$ cat src/verilog/ad_pkg.sv
// fx bus register map and types for one slot; offsets are fixed and MIN_PERIOD must stay >= 3
package ad_pkg;

	typedef logic [15:0] reg_addr_t;
	typedef logic [7:0]  reg_data_t;
	typedef logic [5:0]  mod_id_t;
	typedef logic [23:0] sample_t;

	typedef enum logic [1:0] {
		ser_idle,
		ser_b1,
		ser_b2
	} ser_state_t;

	// register offsets inside the slot
	localparam reg_data_t OFS_ID       = 8'h00;
	localparam reg_data_t OFS_SAMPLE   = 8'h20;
	localparam reg_data_t OFS_AD_TP    = 8'h40;
	localparam reg_data_t OFS_TP_BASE0 = 8'h44;
	localparam reg_data_t OFS_TP_BASE1 = 8'h45;
	localparam reg_data_t OFS_TP_BASE2 = 8'h46;
	localparam reg_data_t OFS_TP_STEP  = 8'h47;
	localparam reg_data_t OFS_DBG0     = 8'h80;

	// reset values, debug n resets to RST_DBG0 + n
	localparam reg_data_t RST_SAMPLE  = 8'd20;
	localparam reg_data_t RST_AD_TP   = 8'd1;
	localparam sample_t   RST_TP_BASE = 24'h0;
	localparam reg_data_t RST_TP_STEP = 8'd1;
	localparam reg_data_t RST_DBG0    = 8'h80;

	// three byte strobes must fit between two samples
	localparam reg_data_t MIN_PERIOD = 8'd3;

endpackage
$ cat src/verilog/ad_cfg_if.sv
// configuration values are plain levels with no handshake; they change one clock after a bus write
`timescale 1ns/1ns

interface ad_cfg_if;
	import ad_pkg::*;

	// sample period in clocks, floored by the engine
	reg_data_t sample_period;
	// bit 0 selects the test ramp
	reg_data_t ad_tp;
	sample_t   tp_base;
	reg_data_t tp_step;

	modport regs (
		output sample_period, ad_tp, tp_base, tp_step
	);

	modport engine (
		input sample_period, ad_tp, tp_base, tp_step
	);

endinterface

$ cat src/verilog/ad_top.sv
// one fx bus slot with the converter front end; adc_data is taken as synchronous to clk_sys
`timescale 1ns/1ns

module ad_top (
	input  logic              clk_sys,
	input  logic              rst_n,
	input  ad_pkg::mod_id_t   mod_id,
	input  logic              fx_wr,
	input  ad_pkg::reg_addr_t fx_waddr,
	input  ad_pkg::reg_data_t fx_data,
	input  logic              fx_rd,
	input  ad_pkg::reg_addr_t fx_raddr,
	input  ad_pkg::sample_t   adc_data,
	output ad_pkg::reg_data_t fx_q,
	output ad_pkg::reg_data_t ad_byte,
	output logic              ad_byte_vld,
	output logic              ad_byte_last
);
	import ad_pkg::*;

	logic    smp_vld;
	sample_t smp_data;

	ad_cfg_if cfg_if ();

	ad_reg reg_i (
		.clk_sys  (clk_sys),
		.rst_n    (rst_n),
		.mod_id   (mod_id),
		.fx_wr    (fx_wr),
		.fx_waddr (fx_waddr),
		.fx_data  (fx_data),
		.fx_rd    (fx_rd),
		.fx_raddr (fx_raddr),
		.fx_q     (fx_q),
		.cfg      (cfg_if.regs)
	);

	ad_sample_engine engine_i (
		.clk_sys  (clk_sys),
		.rst_n    (rst_n),
		.adc_data (adc_data),
		.cfg      (cfg_if.engine),
		.smp_vld  (smp_vld),
		.smp_data (smp_data)
	);

	ad_byte_serializer ser_i (
		.clk_sys      (clk_sys),
		.rst_n        (rst_n),
		.smp_vld      (smp_vld),
		.smp_data     (smp_data),
		.ad_byte      (ad_byte),
		.ad_byte_vld  (ad_byte_vld),
		.ad_byte_last (ad_byte_last)
	);

endmodule

$ cat src/verilog/ad_byte_serializer.sv
// no back-pressure; a new smp_vld is only taken in idle, so samples must be >= 3 clocks apart
`timescale 1ns/1ns

module ad_byte_serializer (
	input  logic              clk_sys,
	input  logic              rst_n,
	input  logic              smp_vld,
	input  ad_pkg::sample_t   smp_data,
	output ad_pkg::reg_data_t ad_byte,
	output logic              ad_byte_vld,
	output logic              ad_byte_last
);
	import ad_pkg::*;

	ser_state_t state;
	sample_t    hold;

	// sample kept for the middle and high bytes
	always_ff @(posedge clk_sys) begin
		if (smp_vld && state == ser_idle) begin
			hold <= smp_data;
		end
	end

	// ----------------------------------------
	// byte FSM, low byte first
	// ----------------------------------------
	always_ff @(posedge clk_sys or negedge rst_n) begin
		if (!rst_n) begin
			state        <= ser_idle;
			ad_byte      <= '0;
			ad_byte_vld  <= 1'b0;
			ad_byte_last <= 1'b0;
		end else begin
			ad_byte      <= '0;
			ad_byte_vld  <= 1'b0;
			ad_byte_last <= 1'b0;
			case (state)
				ser_idle: begin
					if (smp_vld) begin
						ad_byte     <= smp_data[7:0];
						ad_byte_vld <= 1'b1;
						state       <= ser_b1;
					end
				end
				ser_b1: begin
					ad_byte     <= hold[15:8];
					ad_byte_vld <= 1'b1;
					state       <= ser_b2;
				end
				ser_b2: begin
					ad_byte      <= hold[23:16];
					ad_byte_vld  <= 1'b1;
					ad_byte_last <= 1'b1;
					state        <= ser_idle;
				end
				default: state <= ser_idle;
			endcase
		end
	end

endmodule

$ cat src/verilog/ad_sample_engine.sv
// adc_data must already be synchronous to clk_sys; periods below MIN_PERIOD are raised to it
`timescale 1ns/1ns

module ad_sample_engine (
	input  logic            clk_sys,
	input  logic            rst_n,
	input  ad_pkg::sample_t adc_data,
	ad_cfg_if.engine        cfg,
	output logic            smp_vld,
	output ad_pkg::sample_t smp_data
);
	import ad_pkg::*;

	reg_data_t period;
	reg_data_t cnt;
	logic      tick;
	logic      tp_on;
	logic      tp_prev;
	logic      tp_restart;
	logic      restart_now;
	sample_t   ramp;
	sample_t   ramp_val;

	// ----------------------------------------
	// period counter
	// ----------------------------------------
	assign period = (cfg.sample_period < MIN_PERIOD) ? MIN_PERIOD : cfg.sample_period;

	// >= so a shortened period takes effect at once
	assign tick = (cnt >= period - reg_data_t'(1));

	always_ff @(posedge clk_sys or negedge rst_n) begin
		if (!rst_n) begin
			cnt <= '0;
		end else if (tick) begin
			cnt <= '0;
		end else begin
			cnt <= cnt + reg_data_t'(1);
		end
	end

	// ----------------------------------------
	// test ramp control
	// ----------------------------------------
	assign tp_on       = cfg.ad_tp[0];
	assign restart_now = tp_restart | (tp_on & ~tp_prev);
	assign ramp_val    = restart_now ? cfg.tp_base : ramp;

	always_ff @(posedge clk_sys or negedge rst_n) begin
		if (!rst_n) begin
			tp_prev    <= 1'b0;
			tp_restart <= 1'b1;
			smp_vld    <= 1'b0;
		end else begin
			tp_prev <= tp_on;
			smp_vld <= tick;
			// pending restart is consumed by the next ramp capture
			if (tick && tp_on) begin
				tp_restart <= 1'b0;
			end else begin
				tp_restart <= restart_now;
			end
		end
	end

	// capture and ramp advance, wraps at 24 bits
	always_ff @(posedge clk_sys) begin
		if (tick) begin
			smp_data <= tp_on ? ramp_val : adc_data;
			if (tp_on) begin
				ramp <= ramp_val + sample_t'(cfg.tp_step);
			end
		end
	end

endmodule

$ cat src/verilog/ad_reg.sv
// slot match on address bits 13:8; unknown offsets ignore writes and read as 0, fx_q is 0 between reads
`timescale 1ns/1ns

module ad_reg (
	input  logic              clk_sys,
	input  logic              rst_n,
	input  ad_pkg::mod_id_t   mod_id,
	input  logic              fx_wr,
	input  ad_pkg::reg_addr_t fx_waddr,
	input  ad_pkg::reg_data_t fx_data,
	input  logic              fx_rd,
	input  ad_pkg::reg_addr_t fx_raddr,
	output ad_pkg::reg_data_t fx_q,
	ad_cfg_if.regs            cfg
);
	import ad_pkg::*;

	logic      wr_sel;
	logic      rd_sel;
	reg_data_t wr_ofs;
	reg_data_t rd_ofs;

	reg_data_t cfg_sample;
	reg_data_t cfg_ad_tp;
	sample_t   cfg_tp_base;
	reg_data_t cfg_tp_step;
	reg_data_t cfg_dbg [8];
	reg_data_t rd_mux;

	// ----------------------------------------
	// slot decode
	// ----------------------------------------
	assign wr_sel = fx_wr && (fx_waddr[13:8] == mod_id);
	assign rd_sel = fx_rd && (fx_raddr[13:8] == mod_id);
	assign wr_ofs = fx_waddr[7:0];
	assign rd_ofs = fx_raddr[7:0];

	// ----------------------------------------
	// write side
	// ----------------------------------------
	always_ff @(posedge clk_sys or negedge rst_n) begin
		if (!rst_n) begin
			cfg_sample  <= RST_SAMPLE;
			cfg_ad_tp   <= RST_AD_TP;
			cfg_tp_base <= RST_TP_BASE;
			cfg_tp_step <= RST_TP_STEP;
			for (int i = 0; i < 8; i++) begin
				cfg_dbg[i] <= RST_DBG0 + reg_data_t'(i);
			end
		end else if (wr_sel) begin
			case (wr_ofs)
				OFS_SAMPLE:   cfg_sample <= fx_data;
				OFS_AD_TP:    cfg_ad_tp <= fx_data;
				// base written one byte at a time
				OFS_TP_BASE0: cfg_tp_base[7:0] <= fx_data;
				OFS_TP_BASE1: cfg_tp_base[15:8] <= fx_data;
				OFS_TP_BASE2: cfg_tp_base[23:16] <= fx_data;
				OFS_TP_STEP:  cfg_tp_step <= fx_data;
				default: begin
					// debug bytes at 0x80..0x87
					if (wr_ofs[7:3] == OFS_DBG0[7:3]) begin
						cfg_dbg[wr_ofs[2:0]] <= fx_data;
					end
				end
			endcase
		end
	end

	// ----------------------------------------
	// read side
	// ----------------------------------------
	always_comb begin
		rd_mux = '0;
		case (rd_ofs)
			OFS_ID:       rd_mux = reg_data_t'(mod_id);
			OFS_SAMPLE:   rd_mux = cfg_sample;
			OFS_AD_TP:    rd_mux = cfg_ad_tp;
			OFS_TP_BASE0: rd_mux = cfg_tp_base[7:0];
			OFS_TP_BASE1: rd_mux = cfg_tp_base[15:8];
			OFS_TP_BASE2: rd_mux = cfg_tp_base[23:16];
			OFS_TP_STEP:  rd_mux = cfg_tp_step;
			default: begin
				if (rd_ofs[7:3] == OFS_DBG0[7:3]) begin
					rd_mux = cfg_dbg[rd_ofs[2:0]];
				end
			end
		endcase
	end

	// addressed byte for one cycle, 0 otherwise
	always_ff @(posedge clk_sys or negedge rst_n) begin
		if (!rst_n) begin
			fx_q <= '0;
		end else if (rd_sel) begin
			fx_q <= rd_mux;
		end else begin
			fx_q <= '0;
		end
	end

	// settings out to the sample engine
	assign cfg.sample_period = cfg_sample;
	assign cfg.ad_tp         = cfg_ad_tp;
	assign cfg.tp_base       = cfg_tp_base;
	assign cfg.tp_step       = cfg_tp_step;

endmodule

$ cat config.mk
export PLATFORM = sky130hd
export DESIGN_NAME = ad_top
export DESIGN_NICKNAME = d
export VERILOG_FILES = /design/src/verilog/ad_pkg.sv /design/src/verilog/ad_cfg_if.sv /design/src/verilog/ad_top.sv /design/src/verilog/ad_byte_serializer.sv /design/src/verilog/ad_sample_engine.sv /design/src/verilog/ad_reg.sv
export SDC_FILE = /design/constraint.sdc
export NUM_CORES = 1
export LEC_CHECK = 0
export CORE_ASPECT_RATIO = 1.4
export CORE_MARGIN = 2
export CORE_UTILIZATION = 47
export CTS_BUF_LIST = sky130_fd_sc_hd__clkbuf_8
export DETAILED_ROUTE_END_ITERATION = 10
export DONT_BUFFER_PORTS = 1
export SLEW_MARGIN = 5
export SYNTH_ARGS = -nofsm -noshare
export SYNTH_HDL_FRONTEND = slang
export SYNTH_HIERARCHICAL = 1
export SYNTH_SLANG_ARGS = --single-unit
export TNS_END_PERCENT = 50
$ cat constraint.sdc
create_clock -name clk_sys -period 6.5 [get_ports clk_sys]
set_input_delay 1.3 -clock clk_sys [delete_from_list [all_inputs] [get_ports clk_sys]]
set_output_delay 1.3 -clock clk_sys [all_outputs]
set_load 0.005 [all_outputs]
Word-level counts from Yosys, hierarchy flattened:

Cells that the tools add are included.

* flip-flop bits (word level): 215
* output and inout bits: 18
* logic and storage cells: 97

* $add $sub $neg: 3
* $lt $le $gt $ge: 5
* eq/ne operators: 19
* mux-type cells: 21
* bitwise logic cells: 6
* reductions and logical operators: 17

Operators by type and width (number)
* $eq 8x7->1 const B: 10
* $bwmux 64: 1
* $mux 8: 8
* $pmux 8 s7: 1
* $mux 24: 2
* $add 24x8->24: 1
* $bmux 8 s3: 1
* $demux 8 s3: 1
* $pmux 8 s3: 1
* $eq 8x6->1 const B: 2
* $reduce_and 2->1: 7
* $eq 6x6->1: 2
* $eq 5x5->1 const B: 2
* $add 8x1->8 const B: 1
* $ge 4x4->1 const B: 2
* $ge 8x8->1: 1
* $logic_not 8->1: 1
* $lt 8x2->1 const B: 1
* $not 3->4: 2
* $sub 8x1->8 const B: 1
* $reduce_or 6->1: 1
* $logic_and 1x1->1: 5
* $lt 4x1->1 const B: 1
* $pmux 2 s2: 1
* 12 further kinds: 15

Depth between registers and ports, before layout:

Gate-level depths: netlist (run 1).

* depth after elaboration: 7
* depth in mapped cells: 15

Modules after synthesis:

The synthesis (run 1) kept the hierarchy.

Modules (own cells, without submodules)
* ad_reg: instances 1, cells each 423, area an instance 5891.9 sq um
* ad_sample_engine: instances 1, cells each 355, area an instance 3639.7 sq um
* ad_byte_serializer: instances 1, cells each 71, area an instance 1094.8 sq um

Worst setup path after synthesis (run 1):

No wires, ideal clock.

* kind: reg-to-reg
* start: register reg_i.cfg_sample[6], in the netlist reg_i/cfg.sample_period[6]
* end: register engine_i.smp_data[0], enable pin
* data arrival time: 3.158 ns
* setup slack: 2.944 ns
* cell stages (with the launch flop): 12
* buffers on the path: 1
* clock period less this slack: 3.556 ns
* cells stage by stage: dfrtp_1 or4_1 nor3_1 nor2_1 ha_1 nand2b_1 nor4_1 xnor2_1 ha_1 nand4_1 o21ai_0 clkbuf_1

* word-level cells in the longest chain between the ends: 4

Ends and longest elaborated chain
* from (decl): line ad_reg.sv:23 `reg_data_t cfg_sample;`
* from (signal assigned): line ad_reg.sv:52 `OFS_SAMPLE: cfg_sample <= fx_data;`
* $lt 8x2->1: line ad_sample_engine.sv:27 `assign period = (cfg.sample_period < MIN_PERIOD) ? MIN_PERIOD : cfg.sample_period;`
* $mux 8 (*): line ad_sample_engine.sv:27
* $sub 8x1->8 (*): line ad_sample_engine.sv:30 `assign tick = (cnt >= period - reg_data_t'(1));`
* $ge 8x8->1 (*): line ad_sample_engine.sv:30
* via engine_i.tick: line ad_sample_engine.sv:16 `logic tick;`
* to (signal assigned): line ad_sample_engine.sv:69 `smp_data <= tp_on ? ramp_val : adc_data;`
* to (decl): line ad_sample_engine.sv:10 `output ad_pkg::sample_t smp_data`

The timed path passes the listed nets; every way through them passes the cells marked *.
A chain may end at the register's enable or synchronous reset.

Final worst setup path (run 1):

* start: register engine_i.tp_prev
* end: register engine_i.ramp[20] (data pin)

* word-level cells in the longest chain between the ends: 5

Ends and longest elaborated chain
* from (decl): line ad_sample_engine.sv:18 `logic tp_prev;`
* from (signal assigned): line ad_sample_engine.sv:55 `tp_prev <= tp_on;`
* $not 1->1: line ad_sample_engine.sv:46 `assign restart_now = tp_restart | (tp_on & ~tp_prev);`
* $and 1x1->1: line ad_sample_engine.sv:46
* $or 1x1->1: line ad_sample_engine.sv:46
* $mux 24: line ad_sample_engine.sv:47 `assign ramp_val = restart_now ? cfg.tp_base : ramp;`
* $add 24x8->24: line ad_sample_engine.sv:71 `ramp <= ramp_val + sample_t'(cfg.tp_step);`
* to (signal assigned): line ad_sample_engine.sv:71
* to (decl): line ad_sample_engine.sv:21 `sample_t ramp;`

No other way between the ends.

==> results.sh, run 1 <==
export IMPL_outcome="completed"
export IMPL_grt_overflow_total=0
export IMPL_all_layer_global_routing_usage=0.223
export IMPL_synthesis_instances=849
export IMPL_clk_pin_slew_worst_paths_ns=0.06
export IMPL_grt_first_pass_wirelength_um=40800
export IMPL_detail_route_drc_violations=0
export IMPL_rsz0062_at_grt="no"
export IMPL_final_seq_area_mm2=0.00553
export IMPL_num_antenna_cells=0
export IMPL_die_height_um=182
export IMPL_post_synth_top_area_fraction=0.278
export IMPL_max_clock_path_buffers=3
export IMPL_synth_net_count=949
export IMPL_synth_area_leaders="sky130_fd_sc_hd__dfrtp_1 (28%), sky130_fd_sc_hd__edfxtp_1 (18%), sky130_fd_sc_hd__mux2_2 (12%)"
export IMPL_ys_async_sr_fraction=0.691
export IMPL_required_time_of_the_critical_path_ns=6.75
export IMPL_clock_tree_root_buffer_cell="sky130_fd_sc_hd__clkbuf_8"
export IMPL_cp_depth=13
export IMPL_yosysTopAreaCell="sky130_fd_sc_hd__dfrtp_1"
export IMPL_grt_start_max_net_pins=144
export IMPL_post_cts_resized_instances=0
export IMPL_clock_skew_ns=0.0151
export IMPL_period_utilisation_layout=0.609
export IMPL_hold_crit_path_type="reg2reg"
export IMPL_grt_pass1_vias=7245
export IMPL_die_area_mm2=0.0238
export IMPL_fillers=1947
export IMPL_critPathBufInv=1
export IMPL_cts_hold_buffers_added=0
export IMPL_power_density_normalized_to_cell_area_mw_per_mm2=265
export IMPL_synth_register_bits=207
export IMPL_boundaryPins=92
export IMPL_tritoncts="done"
export IMPL_syn_area_mm2=0.0106
export IMPL_final_period_minus_worst_setup_slack_ns=3.96
export IMPL_postSynthAreaPerCell_um2=12.5
export IMPL_cpPeakStageDelay_ns=0.75
export IMPL_seq_area_frac_synth=0.521
export IMPL_netlist_cell_types=74
export IMPL_yosys_cell_count_top_type="sky130_fd_sc_hd__dfrtp_1"
export IMPL_wirelength_um=25800
export IMPL_yosysWarnings=6
export IMPL_gp_congestion=0.880
export IMPL_timing_critical_path_fanout_max=37
export IMPL_timing_worst_setup_path_type="reg2reg"
export IMPL_drv_slew=0
export IMPL_cts_htree_levels=2
export IMPL_cp_cell_sequence="and2b_4 > nor2_4 > nand2_1 > nand2_1 > ha_1 > inv_1 > fa_1 > nand2b_1 > a21oi_2 > o41a_1 > and2_4 > nand3_1 > xor2_1"
export IMPL_critPathSlowestCell="sky130_fd_sc_hd__nor2_4"
export IMPL_clock_sinks=207
export IMPL_initial_antenna_violation_count=0
export IMPL_drive_gt1_frac=0.280
export IMPL_worst_slew_slack_as_a_fraction_of_its_limit=0.208
export IMPL_synth_enable_flop_cells=64
export IMPL_final_core_util=0.515
export IMPL_type_of_element_capturing_the_critical_path="flip-flop"
export IMPL_net_total_in_the_final_layout=947
export IMPL_hold_path_cell_count=0
export IMPL_fp_row_count=65
export IMPL_synthFlopType="sky130_fd_sc_hd__dfrtp_1"
export IMPL_wire_per_inst_um=22.0
export IMPL_io_buf_count=0
export IMPL_die_extent_in_x_um=131
export IMPL_synthToLayoutAreaGrowth_pct=8.39
export IMPL_dr_pass1_iters=5
export IMPL_detail_route_antenna_nets=0
export IMPL_synth_commonest_cells="sky130_fd_sc_hd__dfrtp_1 (118), sky130_fd_sc_hd__mux2_2 (109), sky130_fd_sc_hd__edfxtp_1 (64)"
export IMPL_start_util=0.475
export IMPL_worst_pin_slew_ns=1.19
export IMPL_multiInputGateArea_mm2=0.00486
export IMPL_numCtsBuffers=34
export IMPL_final_setup_viol_count=0
export IMPL_worst_ep_arrival_time_ns=4.21
export IMPL_fmax_mhz=253
export IMPL_post_drt_via_cell_ratio=5.85
export IMPL_drv_max_cap_violation_count=0
export IMPL_final_hold_viol_count=0
export IMPL_vias=6864
export IMPL_setup_crit_start_kind="flip-flop"
export IMPL_power_leakage_nw=5.02
export IMPL_drt_iter0_markers=436
export IMPL_core_area_mm2=0.0224
export IMPL_post_cts_setup_buffer_count=0
export IMPL_ir_worst_vdd_mv=0.160
export IMPL_post_detail_place_hpwl_um=18400
export IMPL_finalSetupTns_ns=0
export IMPL_crit_top_cell="sky130_fd_sc_hd__nand2_1"
export IMPL_worst_path_dominant_cell_family="simple AND/OR/NAND/NOR gates"
export IMPL_insertion_delay_to_the_later_sink_of_the_worst_skew_pair_ns=0.53
export IMPL_rr_worst_depth=13
-- placed cells by master (no fill, tap or decap), types with 3 or more instances in the layout --
master,Yosys,layout
sky130_fd_sc_hd__a211oi_1,3,3
sky130_fd_sc_hd__a21o_1,7,7
sky130_fd_sc_hd__a21oi_1,35,35
sky130_fd_sc_hd__a221o_1,3,3
sky130_fd_sc_hd__a22oi_1,20,20
sky130_fd_sc_hd__a31oi_1,17,17
sky130_fd_sc_hd__a32oi_1,6,6
sky130_fd_sc_hd__and3_1,5,5
sky130_fd_sc_hd__buf_4,1,4
sky130_fd_sc_hd__clkbuf_8,0,41
sky130_fd_sc_hd__clkinv_1,0,4
sky130_fd_sc_hd__clkinv_2,0,4
sky130_fd_sc_hd__dfrtp_1,118,118
sky130_fd_sc_hd__dfstp_2,25,25
sky130_fd_sc_hd__edfxtp_1,64,64
sky130_fd_sc_hd__ha_1,25,25
sky130_fd_sc_hd__inv_1,13,24
sky130_fd_sc_hd__mux2_2,109,109
sky130_fd_sc_hd__mux2_4,18,18
sky130_fd_sc_hd__mux2i_1,36,36
sky130_fd_sc_hd__mux4_2,9,9
sky130_fd_sc_hd__nand2_1,52,52
sky130_fd_sc_hd__nand2b_1,8,8
sky130_fd_sc_hd__nand3_1,38,38
sky130_fd_sc_hd__nand3b_1,3,3
sky130_fd_sc_hd__nand4_1,8,8
sky130_fd_sc_hd__nor2_1,54,54
sky130_fd_sc_hd__nor2_2,4,4
sky130_fd_sc_hd__nor2b_1,3,3
sky130_fd_sc_hd__nor3_1,7,7
sky130_fd_sc_hd__nor3_2,7,7
sky130_fd_sc_hd__o21ai_0,11,10
sky130_fd_sc_hd__o2bb2ai_1,3,3
sky130_fd_sc_hd__xnor2_1,21,21
sky130_fd_sc_hd__xor2_1,25,25
-- layer usage --
layer,track usage,part of all wire
met3,0.0480,0.050
met1,0.251,0.37
met4,0.0889,0.040
met2,0.402,0.54
met5,0,0
-- final cells by class --
cell class	count	share of cell area
Inverter	13	0.00424
Multi-Input combinational cell	587	0.422
Tap cell	301	0.0327
Clock inverter	20	0.00923
Sequential cell	207	0.480
Clock buffer	41	0.0490
Timing Repair Buffer	4	0.00261
-- state kept, by name, indices dropped and copies added, names as in the netlist, 2 cells and up --
name and flops:
engine_i/ramp 24, reg_i/cfg.ad_tp 8, reg_i/fx_q 8, ser_i/hold 16
reg_i/cfg_dbg 64, ser_i/state 2, reg_i/cfg.tp_base 24, ser_i/ad_byte 8
reg_i/cfg.tp_step 8, reg_i/cfg.sample_period 8, engine_i/smp_data 24, engine_i/cnt 8
-- cells by family (layout without fill, tap and decap cells) --
| family | count (synthesis) | in the layout | synth area share |
|---|---|---|---|
| AND/OR/NAND/NOR | 218 | 218 | 0.112 |
| XOR/XNOR | 46 | 46 | 0.0379 |
| buffers and inverters | 55 | 78 | 0.0230 |
| AO/OA/AOI/OAI | 125 | 125 | 0.0815 |
| adder cells (fa/ha/maj) | 26 | 26 | 0.0313 |
| multiplexers | 172 | 172 | 0.194 |
| flip-flops | 207 | 207 | 0.521 |
-- final timing paths --
check	endpoint	slack [ns]	startpoint
worst max-delay path	engine_i/ramp[20]	2.54	engine_i/tp_prev
worst min-delay path	ser_i/hold[14]	0.41	engine_i/smp_data[14]
worst max register to register	engine_i/ramp[20]	2.54	engine_i/tp_prev
worst min register to register	ser_i/hold[14]	0.41	engine_i/smp_data[14]
max in group asynchronous	reg_i/cfg.tp_step[0]	5.72	rst_n
min in group asynchronous	engine_i/cnt[3]	0.47	rst_n
-- stage by stage --
step	instances	total power [mW]	cell area [um2]	setup slack [ns]	hold slack [ns]
2_1_floorplan	849	1.87	10600	2.94	0.400
3_3_place_gp	1112	1.94	10800	2.70	0.401
3_5_place_dp	1112	1.96	10800	2.59	0.405
4_1_cts	1173	3.09	11500	2.57	0.419
5_1_grt	1173	3.19	11500	2.33	0.423
6_report	1173	3.06	11500	2.54	0.411
-- report_power, final --
| group | switching (mW) | total (mW) | internal (mW) |
|---|---|---|---|
| registers | 0.0672 | 1.60 | 1.53 |
| clock network | 0.515 | 1.13 | 0.610 |
| logic | 0.208 | 0.333 | 0.125 |
-- worst reg2reg max path, delay by kind of cell, from the launching register on --
kind | cells | cell delay (ns)
buffers and inverters | 1 | 0.06
DFF | 1 | 0.41
xor gates and xnor gates | 1 | 0.20
adders and majority gates | 2 | 0.58
AOI/OAI and AO/OA | 2 | 0.60
and+or+nand+nor | 7 | 1.84
Power figures use the tool's default switching activity.
==> run 2, diff against run 1 <==
==> constraint.sdc (replaced) <==
create_clock -name clk_sys -period 3.2 [get_ports clk_sys]
set_input_delay 0.64 -clock clk_sys [delete_from_list [all_inputs] [get_ports clk_sys]]
set_output_delay 0.64 -clock clk_sys [all_outputs]
set_load 0.005 [all_outputs]
==> results.sh, run 2 (same netlist as run 1, synthesis figures left out) <==
export IMPL_outcome="finished, violations left"
export IMPL_violations="hold timing"
export IMPL_post_place_cells=1128
export IMPL_drv_slew=0
export IMPL_ir_worst_vdd_mv=0.415
export IMPL_final_period_minus_worst_setup_slack_ns=3.08
export IMPL_type_of_element_capturing_the_critical_path="flip-flop"
export IMPL_critPathBufInv=2
export IMPL_fin_hold_ws_ns=-0.186
export IMPL_net_total_in_the_final_layout=965
export IMPL_post_dp_cell_area_mm2=0.0110
export IMPL_cpPeakStageDelay_ns=0.40
export IMPL_synthToLayoutAreaGrowth_pct=11.2
export IMPL_worst_path_dominant_cell_family="simple AND/OR/NAND/NOR gates"
export IMPL_fp_row_count=65
export IMPL_grt_first_pass_wirelength_um=40900
export IMPL_rsz0062_at_grt="yes"
export IMPL_period_utilisation_layout=0.964
export IMPL_final_seq_area_mm2=0.00553
export IMPL_drv_max_cap_violation_count=0
export IMPL_cp_cell_sequence="and2b_4 > nor2_4 > nand2_1 > nand2_1 > ha_1 > inv_1 > fa_1 > nand2b_1 > a21oi_2 > o41a_1 > buf_4 > nand4_1 > xor2_1 > mux2i_1"
export IMPL_start_util=0.475
export IMPL_insertion_delay_to_the_later_sink_of_the_worst_skew_pair_ns=0.52
export IMPL_clk_pin_slew_worst_paths_ns=0.06
export IMPL_cts_htree_levels=2
export IMPL_power_leakage_nw=5.18
export IMPL_setup_crit_start_kind="flip-flop"
export IMPL_final_cell_mix="sky130_fd_sc_hd__dfrtp_1 (118), sky130_fd_sc_hd__mux2_2 (109), sky130_fd_sc_hd__edfxtp_1 (64)"
export IMPL_hold_crit_path_type="in2async"
export IMPL_tritoncts="done"
export IMPL_drive_gt1_frac=0.304
export IMPL_worst_ep_arrival_time_ns=3.33
export IMPL_critPathSlowestCell="sky130_fd_sc_hd__fa_1"
export IMPL_worst_pin_slew_ns=0.693
export IMPL_final_setup_viol_count=0
export IMPL_vias=6900
export IMPL_boundaryPins=92
export IMPL_timing_worst_setup_path_type="reg2reg"
export IMPL_grt_overflow_total=0
export IMPL_fillers=1913
export IMPL_dr_pass1_iters=5
export IMPL_multiInputGateArea_mm2=0.00490
export IMPL_all_layer_global_routing_usage=0.224
export IMPL_fin_cells=1192
export IMPL_fin_area_mm2=0.0118
export IMPL_finalWorstSetupSlack_ns=0.117
export IMPL_numCtsBuffers=36
export IMPL_io_buf_count=0
export IMPL_detail_route_antenna_nets=0
export IMPL_post_detail_place_hpwl_um=18600
export IMPL_wire_per_inst_um=22.1
export IMPL_grt_start_max_net_pins=144
export IMPL_wirelength_um=26300
export IMPL_power_density_normalized_to_cell_area_mw_per_mm2=558
export IMPL_die_height_um=182
export IMPL_gp_congestion=0.878
export IMPL_crit_top_cell="sky130_fd_sc_hd__nand2_1"
export IMPL_p_total_mw=6.60
export IMPL_clock_tree_root_buffer_cell="sky130_fd_sc_hd__clkbuf_8"
export IMPL_detail_route_drc_violations=0
export IMPL_top_register="reg_i/cfg_dbg"
export IMPL_mostFrequentLayoutCell="sky130_fd_sc_hd__dfrtp_1"
export IMPL_num_antenna_cells=0
export IMPL_clock_sinks=207
export IMPL_required_time_of_the_critical_path_ns=3.45
export IMPL_grt_pass1_vias=7419
export IMPL_max_clock_path_buffers=3
export IMPL_place_worst_setup_slack_ns=-0.00286
export IMPL_worst_slew_slack_as_a_fraction_of_its_limit=0.537
export IMPL_post_drt_via_cell_ratio=5.79
export IMPL_max_ffs_per_register=64
export IMPL_initial_antenna_violation_count=0
export IMPL_core_area_mm2=0.0224
export IMPL_die_area_mm2=0.0238
export IMPL_final_hold_viol_count=118
export IMPL_timing_critical_path_fanout_max=8
export IMPL_die_extent_in_x_um=131
export IMPL_drt_iter0_markers=394
export IMPL_fmax_mhz=324
export IMPL_clock_skew_ns=0.0157
==> run 2: cell types whose count changed in the layout (fill, tap and decap cells not counted), moves of 2 or more <==
cell and delta:
sky130_fd_sc_hd__a21oi_2 +2, sky130_fd_sc_hd__nor3_4 +2, sky130_fd_sc_hd__clkinv_1 -4, sky130_fd_sc_hd__clkbuf_8 +2
sky130_fd_sc_hd__inv_1 +2, sky130_fd_sc_hd__a21oi_1 -2, sky130_fd_sc_hd__buf_4 +15, sky130_fd_sc_hd__bufinv_16 +4
==> run 2: worst reg2reg max path, cell delays in order, from the launching register on <==
cell                       delay (ns)
sky130_fd_sc_hd__dfrtp_1         0.39
sky130_fd_sc_hd__and2b_4         0.23
sky130_fd_sc_hd__nor2_4          0.20
sky130_fd_sc_hd__nand2_1         0.11
sky130_fd_sc_hd__nand2_1         0.07
sky130_fd_sc_hd__ha_1            0.16
sky130_fd_sc_hd__inv_1           0.06
sky130_fd_sc_hd__fa_1            0.41
sky130_fd_sc_hd__nand2b_1        0.19
sky130_fd_sc_hd__a21oi_2         0.18
sky130_fd_sc_hd__o41a_1          0.29
sky130_fd_sc_hd__buf_4           0.18
sky130_fd_sc_hd__nand4_1         0.11
sky130_fd_sc_hd__xor2_1          0.16
sky130_fd_sc_hd__mux2i_1         0.09
==> run 2: worst paths after layout <==
| check | start | end | slack (ns) | cells after the start |
|---|---|---|---|---|
| hold reg to reg | engine_i/smp_data[14] | ser_i/hold[14] | 0.42 | 0 |
| setup reg to reg | engine_i/tp_prev | engine_i/ramp[14] | 0.12 | 14 |
| hold / removal | rst_n | ser_i/ad_byte[6] | -0.19 | 0 |
| max in group asynchronous | rst_n | reg_i/cfg_dbg[32] | 3.06 | 0 |
| min in group clk_sys | fx_data[7] | reg_i/cfg_dbg[47] | 0.27 | 1 |
| setup / recovery | engine_i/tp_prev | engine_i/ramp[14] | 0.12 | 14 |
==> run 2: timing repair <==
action | 4_1_cts | 5_1_grt
hold endpoints to repair | 143 | 120
setup buffers | 0 | 0
setup endpoints to repair | 24 | 67
resized for setup | 1 | 7
pin swaps | 0 | 1
==> run 2: stage by stage <==
stage	setup TNS, ns	util	hold WS, ns
6_report	0	0.529	-0.186
5_1_grt	-0.0809	0.529	-0.213
4_1_cts	0	0.527	-0.213
3_5_place_dp	-0.0216	0.491	0.348
3_3_place_gp	0	0.491	0.349
2_1_floorplan	-2.12	-	0.344
==> run 2: layer usage <==
metal | up-vias | share of wire | global-route usage
li1 | 3177 | - | -
met3 | 65 | 0.052 | 0.0489
met4 | 0 | 0.040 | 0.100
met1 | 3451 | 0.37 | 0.247
met5 | - | 0 | 0
met2 | 207 | 0.54 | 0.405
==> run 2: where the power goes <==
group	switching, mW	internal, mW	total, mW
clock	1.05	1.62	2.67
combinational	0.422	0.258	0.680
sequential	0.136	3.11	3.24
total	1.61	4.99	6.60
==> run 2: layout make-up <==
class | count | share of cell area
Clock buffer | 43 | 0.0501
Multi-Input combinational cell | 587 | 0.414
Inverter | 13 | 0.00413
Timing Repair Buffer | 20 | 0.0138
Sequential cell | 207 | 0.468
Clock inverter | 21 | 0.0181
Tap cell | 301 | 0.0319
==> run 3, diff against run 2 <==
--- a/config.mk
+++ b/config.mk
@@ -5,7 +5,6 @@
 export SDC_FILE = /design/constraint.sdc
 export NUM_CORES = 1
 export LEC_CHECK = 0
-export CORE_ASPECT_RATIO = 1.4
 export CORE_MARGIN = 2
 export CORE_UTILIZATION = 47
 export CTS_BUF_LIST = sky130_fd_sc_hd__clkbuf_8
==> results.sh, run 3 (same netlist as run 1, synthesis figures left out) <==
export IMPL_worst_ep_arrival_time_ns=3.36
export IMPL_detail_route_antenna_nets=0
export IMPL_clk_pin_slew_worst_paths_ns=0.05
export IMPL_max_clock_path_buffers=3
export IMPL_fin_hold_ws_ns=-0.177
export IMPL_core_area_mm2=0.0224
export IMPL_post_detail_place_hpwl_um=18800
export IMPL_initial_antenna_violation_count=0
export IMPL_detail_route_drc_violations=0
export IMPL_reg2reg_setup_slack_ns=0.11
export IMPL_io_buf_count=0
export IMPL_num_antenna_cells=0
export IMPL_gp_congestion=0.885
export IMPL_worst_slew_slack_as_a_fraction_of_its_limit=0.554
export IMPL_drv_slew=0
export IMPL_final_hold_viol_count=118
export IMPL_setup_crit_start_kind="flip-flop"
export IMPL_final_cell_mix="sky130_fd_sc_hd__dfrtp_1 (118), sky130_fd_sc_hd__mux2_2 (109), sky130_fd_sc_hd__edfxtp_1 (64)"
export IMPL_clock_skew_ns=0.0239
export IMPL_power_density_normalized_to_cell_area_mw_per_mm2=552
export IMPL_power_leakage_nw=5.22
export IMPL_drv_max_cap_violation_count=0
export IMPL_grt_overflow_total=0
export IMPL_ir_worst_vdd_mv=0.336
export IMPL_outcome="finished, violations left"
export IMPL_synthToLayoutAreaGrowth_pct=11.6
export IMPL_all_layer_global_routing_usage=0.223
export IMPL_grt_pass1_vias=7207
export IMPL_type_of_element_capturing_the_critical_path="flip-flop"
export IMPL_final_setup_viol_count=0
export IMPL_rr_endpoint="engine_i/ramp[4]"
export IMPL_violations="hold timing"
export IMPL_insertion_delay_to_the_later_sink_of_the_worst_skew_pair_ns=0.53
export IMPL_mostFrequentLayoutCell="sky130_fd_sc_hd__dfrtp_1"
export IMPL_fin_area_mm2=0.0119
export IMPL_cts_htree_levels=2
export IMPL_finalSetupTns_ns=0
export IMPL_clock_tree_root_buffer_cell="sky130_fd_sc_hd__clkbuf_8"
export IMPL_required_time_of_the_critical_path_ns=3.47
export IMPL_die_area_mm2=0.0238
export IMPL_boundaryPins=92
export IMPL_final_period_minus_worst_setup_slack_ns=3.09
export IMPL_fp_row_count=55
export IMPL_drive_gt1_frac=0.314
export IMPL_post_drt_via_cell_ratio=5.88
export IMPL_hold_crit_path_type="in2async"
export IMPL_dr_pass1_iters=6
export IMPL_tritoncts="done"
export IMPL_period_utilisation_layout=0.965
export IMPL_timing_critical_path_fanout_max=14
export IMPL_worst_pin_slew_ns=0.668
export IMPL_start_util=0.474
export IMPL_grt_start_max_net_pins=144
export IMPL_top_register="reg_i/cfg_dbg"
export IMPL_post_dp_cell_area_mm2=0.0110
export IMPL_net_total_in_the_final_layout=973
export IMPL_die_height_um=154
export IMPL_drt_iter0_markers=676
export IMPL_wirelength_um=26400
export IMPL_clock_sinks=207
export IMPL_fmax_mhz=324
export IMPL_rr_worst_depth=14
export IMPL_max_ffs_per_register=64
export IMPL_timing_worst_setup_path_type="reg2reg"
export IMPL_wire_per_inst_um=22.2
export IMPL_vias=6980
export IMPL_numCtsBuffers=38
export IMPL_grt_first_pass_wirelength_um=40900
export IMPL_regToRegStartpoint="reg_i/cfg.sample_period[6]"
export IMPL_die_extent_in_x_um=154
-- run 3: cell types whose count changed in the layout (fill, tap and decap cells not counted), moves of 2 or more --
cell	before	now
sky130_fd_sc_hd__inv_6	0	2
sky130_fd_sc_hd__clkbuf_8	43	48
sky130_fd_sc_hd__bufinv_16	5	2
sky130_fd_sc_hd__buf_4	19	23
sky130_fd_sc_hd__buf_6	0	2
-- run 3: layout make-up --
class	instances	area, um2
Clock buffer	48	661
Inverter	13	48.8
Clock inverter	21	149
Tap cell	285	357
Timing Repair Buffer	26	215
Sequential cell	207	5530
Multi-Input combinational cell	587	4890
Fill cell	1904	10600
-- run 3: critical path: stages, from the launching register on --
cell	delay, ns
sky130_fd_sc_hd__dfrtp_1	0.38
sky130_fd_sc_hd__or4_4	0.57
sky130_fd_sc_hd__nor3_4	0.21
sky130_fd_sc_hd__nor2_1	0.09
sky130_fd_sc_hd__ha_2	0.19
sky130_fd_sc_hd__nand2b_1	0.10
sky130_fd_sc_hd__nor2_1	0.06
sky130_fd_sc_hd__xnor2_1	0.13
sky130_fd_sc_hd__ha_1	0.18
sky130_fd_sc_hd__a21o_1	0.17
sky130_fd_sc_hd__a21o_1	0.19
sky130_fd_sc_hd__a21oi_2	0.16
sky130_fd_sc_hd__o21ai_2	0.09
sky130_fd_sc_hd__and2_4	0.19
sky130_fd_sc_hd__buf_12	0.15
-- run 3: worst max-delay path by stage --
stage                                           from  cells past startpoint  slack [ns]                end
final                     reg_i/cfg.sample_period[6]                     14        0.11   engine_i/ramp[4]
after global routing      reg_i/cfg.sample_period[6]                     14       -0.03   engine_i/ramp[4]
after CTS                 reg_i/cfg.sample_period[6]                     14        0.03  engine_i/ramp[13]
after detailed placement  reg_i/cfg.sample_period[6]                     14       -0.07  engine_i/ramp[13]
after global placement    reg_i/cfg.sample_period[6]                     14      -0.002  engine_i/ramp[13]
after floorplan           reg_i/cfg.sample_period[6]                     11       -0.09   engine_i/ramp[0]
-- run 3: power by group --
part / total [mW] / leakage, nW / switching, mW / internal (mW)
registers: 3.24 / 2.48 / 0.137 / 3.11
logic: 0.689 / 2.27 / 0.419 / 0.270
clock network: 2.61 / 0.466 / 1.09 / 1.52
total: 6.54 / 5.22 / 1.64 / 4.90
-- run 3: metrics by stage --
step	utilization	instances	power, mW	setup WS [ns]
after floorplan	-	849	3.80	-0.0875
after global placement	0.491	1118	3.94	-0.00225
after detailed placement	0.491	1118	3.98	-0.0657
after CTS	0.527	1187	6.62	0.0296
after global routing	0.528	1187	6.85	-0.0280
final	0.528	1187	6.54	0.112
-- run 3: timing repair --
action / in CTS / in global routing
hold endpoints to repair: 143 / 126
cloned: 0 / 0
resized for setup: 1 / 10
pin swaps: 0 / 4
buffers inserted: 0 / 0
setup endpoints to repair: 24 / 36
-- run 3: per-layer routing --
metal  up-vias  wire length [um]  global-route usage
met5         -                 0                   0
met4         0               541              0.0631
met3        43              1560              0.0496
met2       225             12900               0.367
met1      3516             11400               0.298
li1       3196                 -                   -
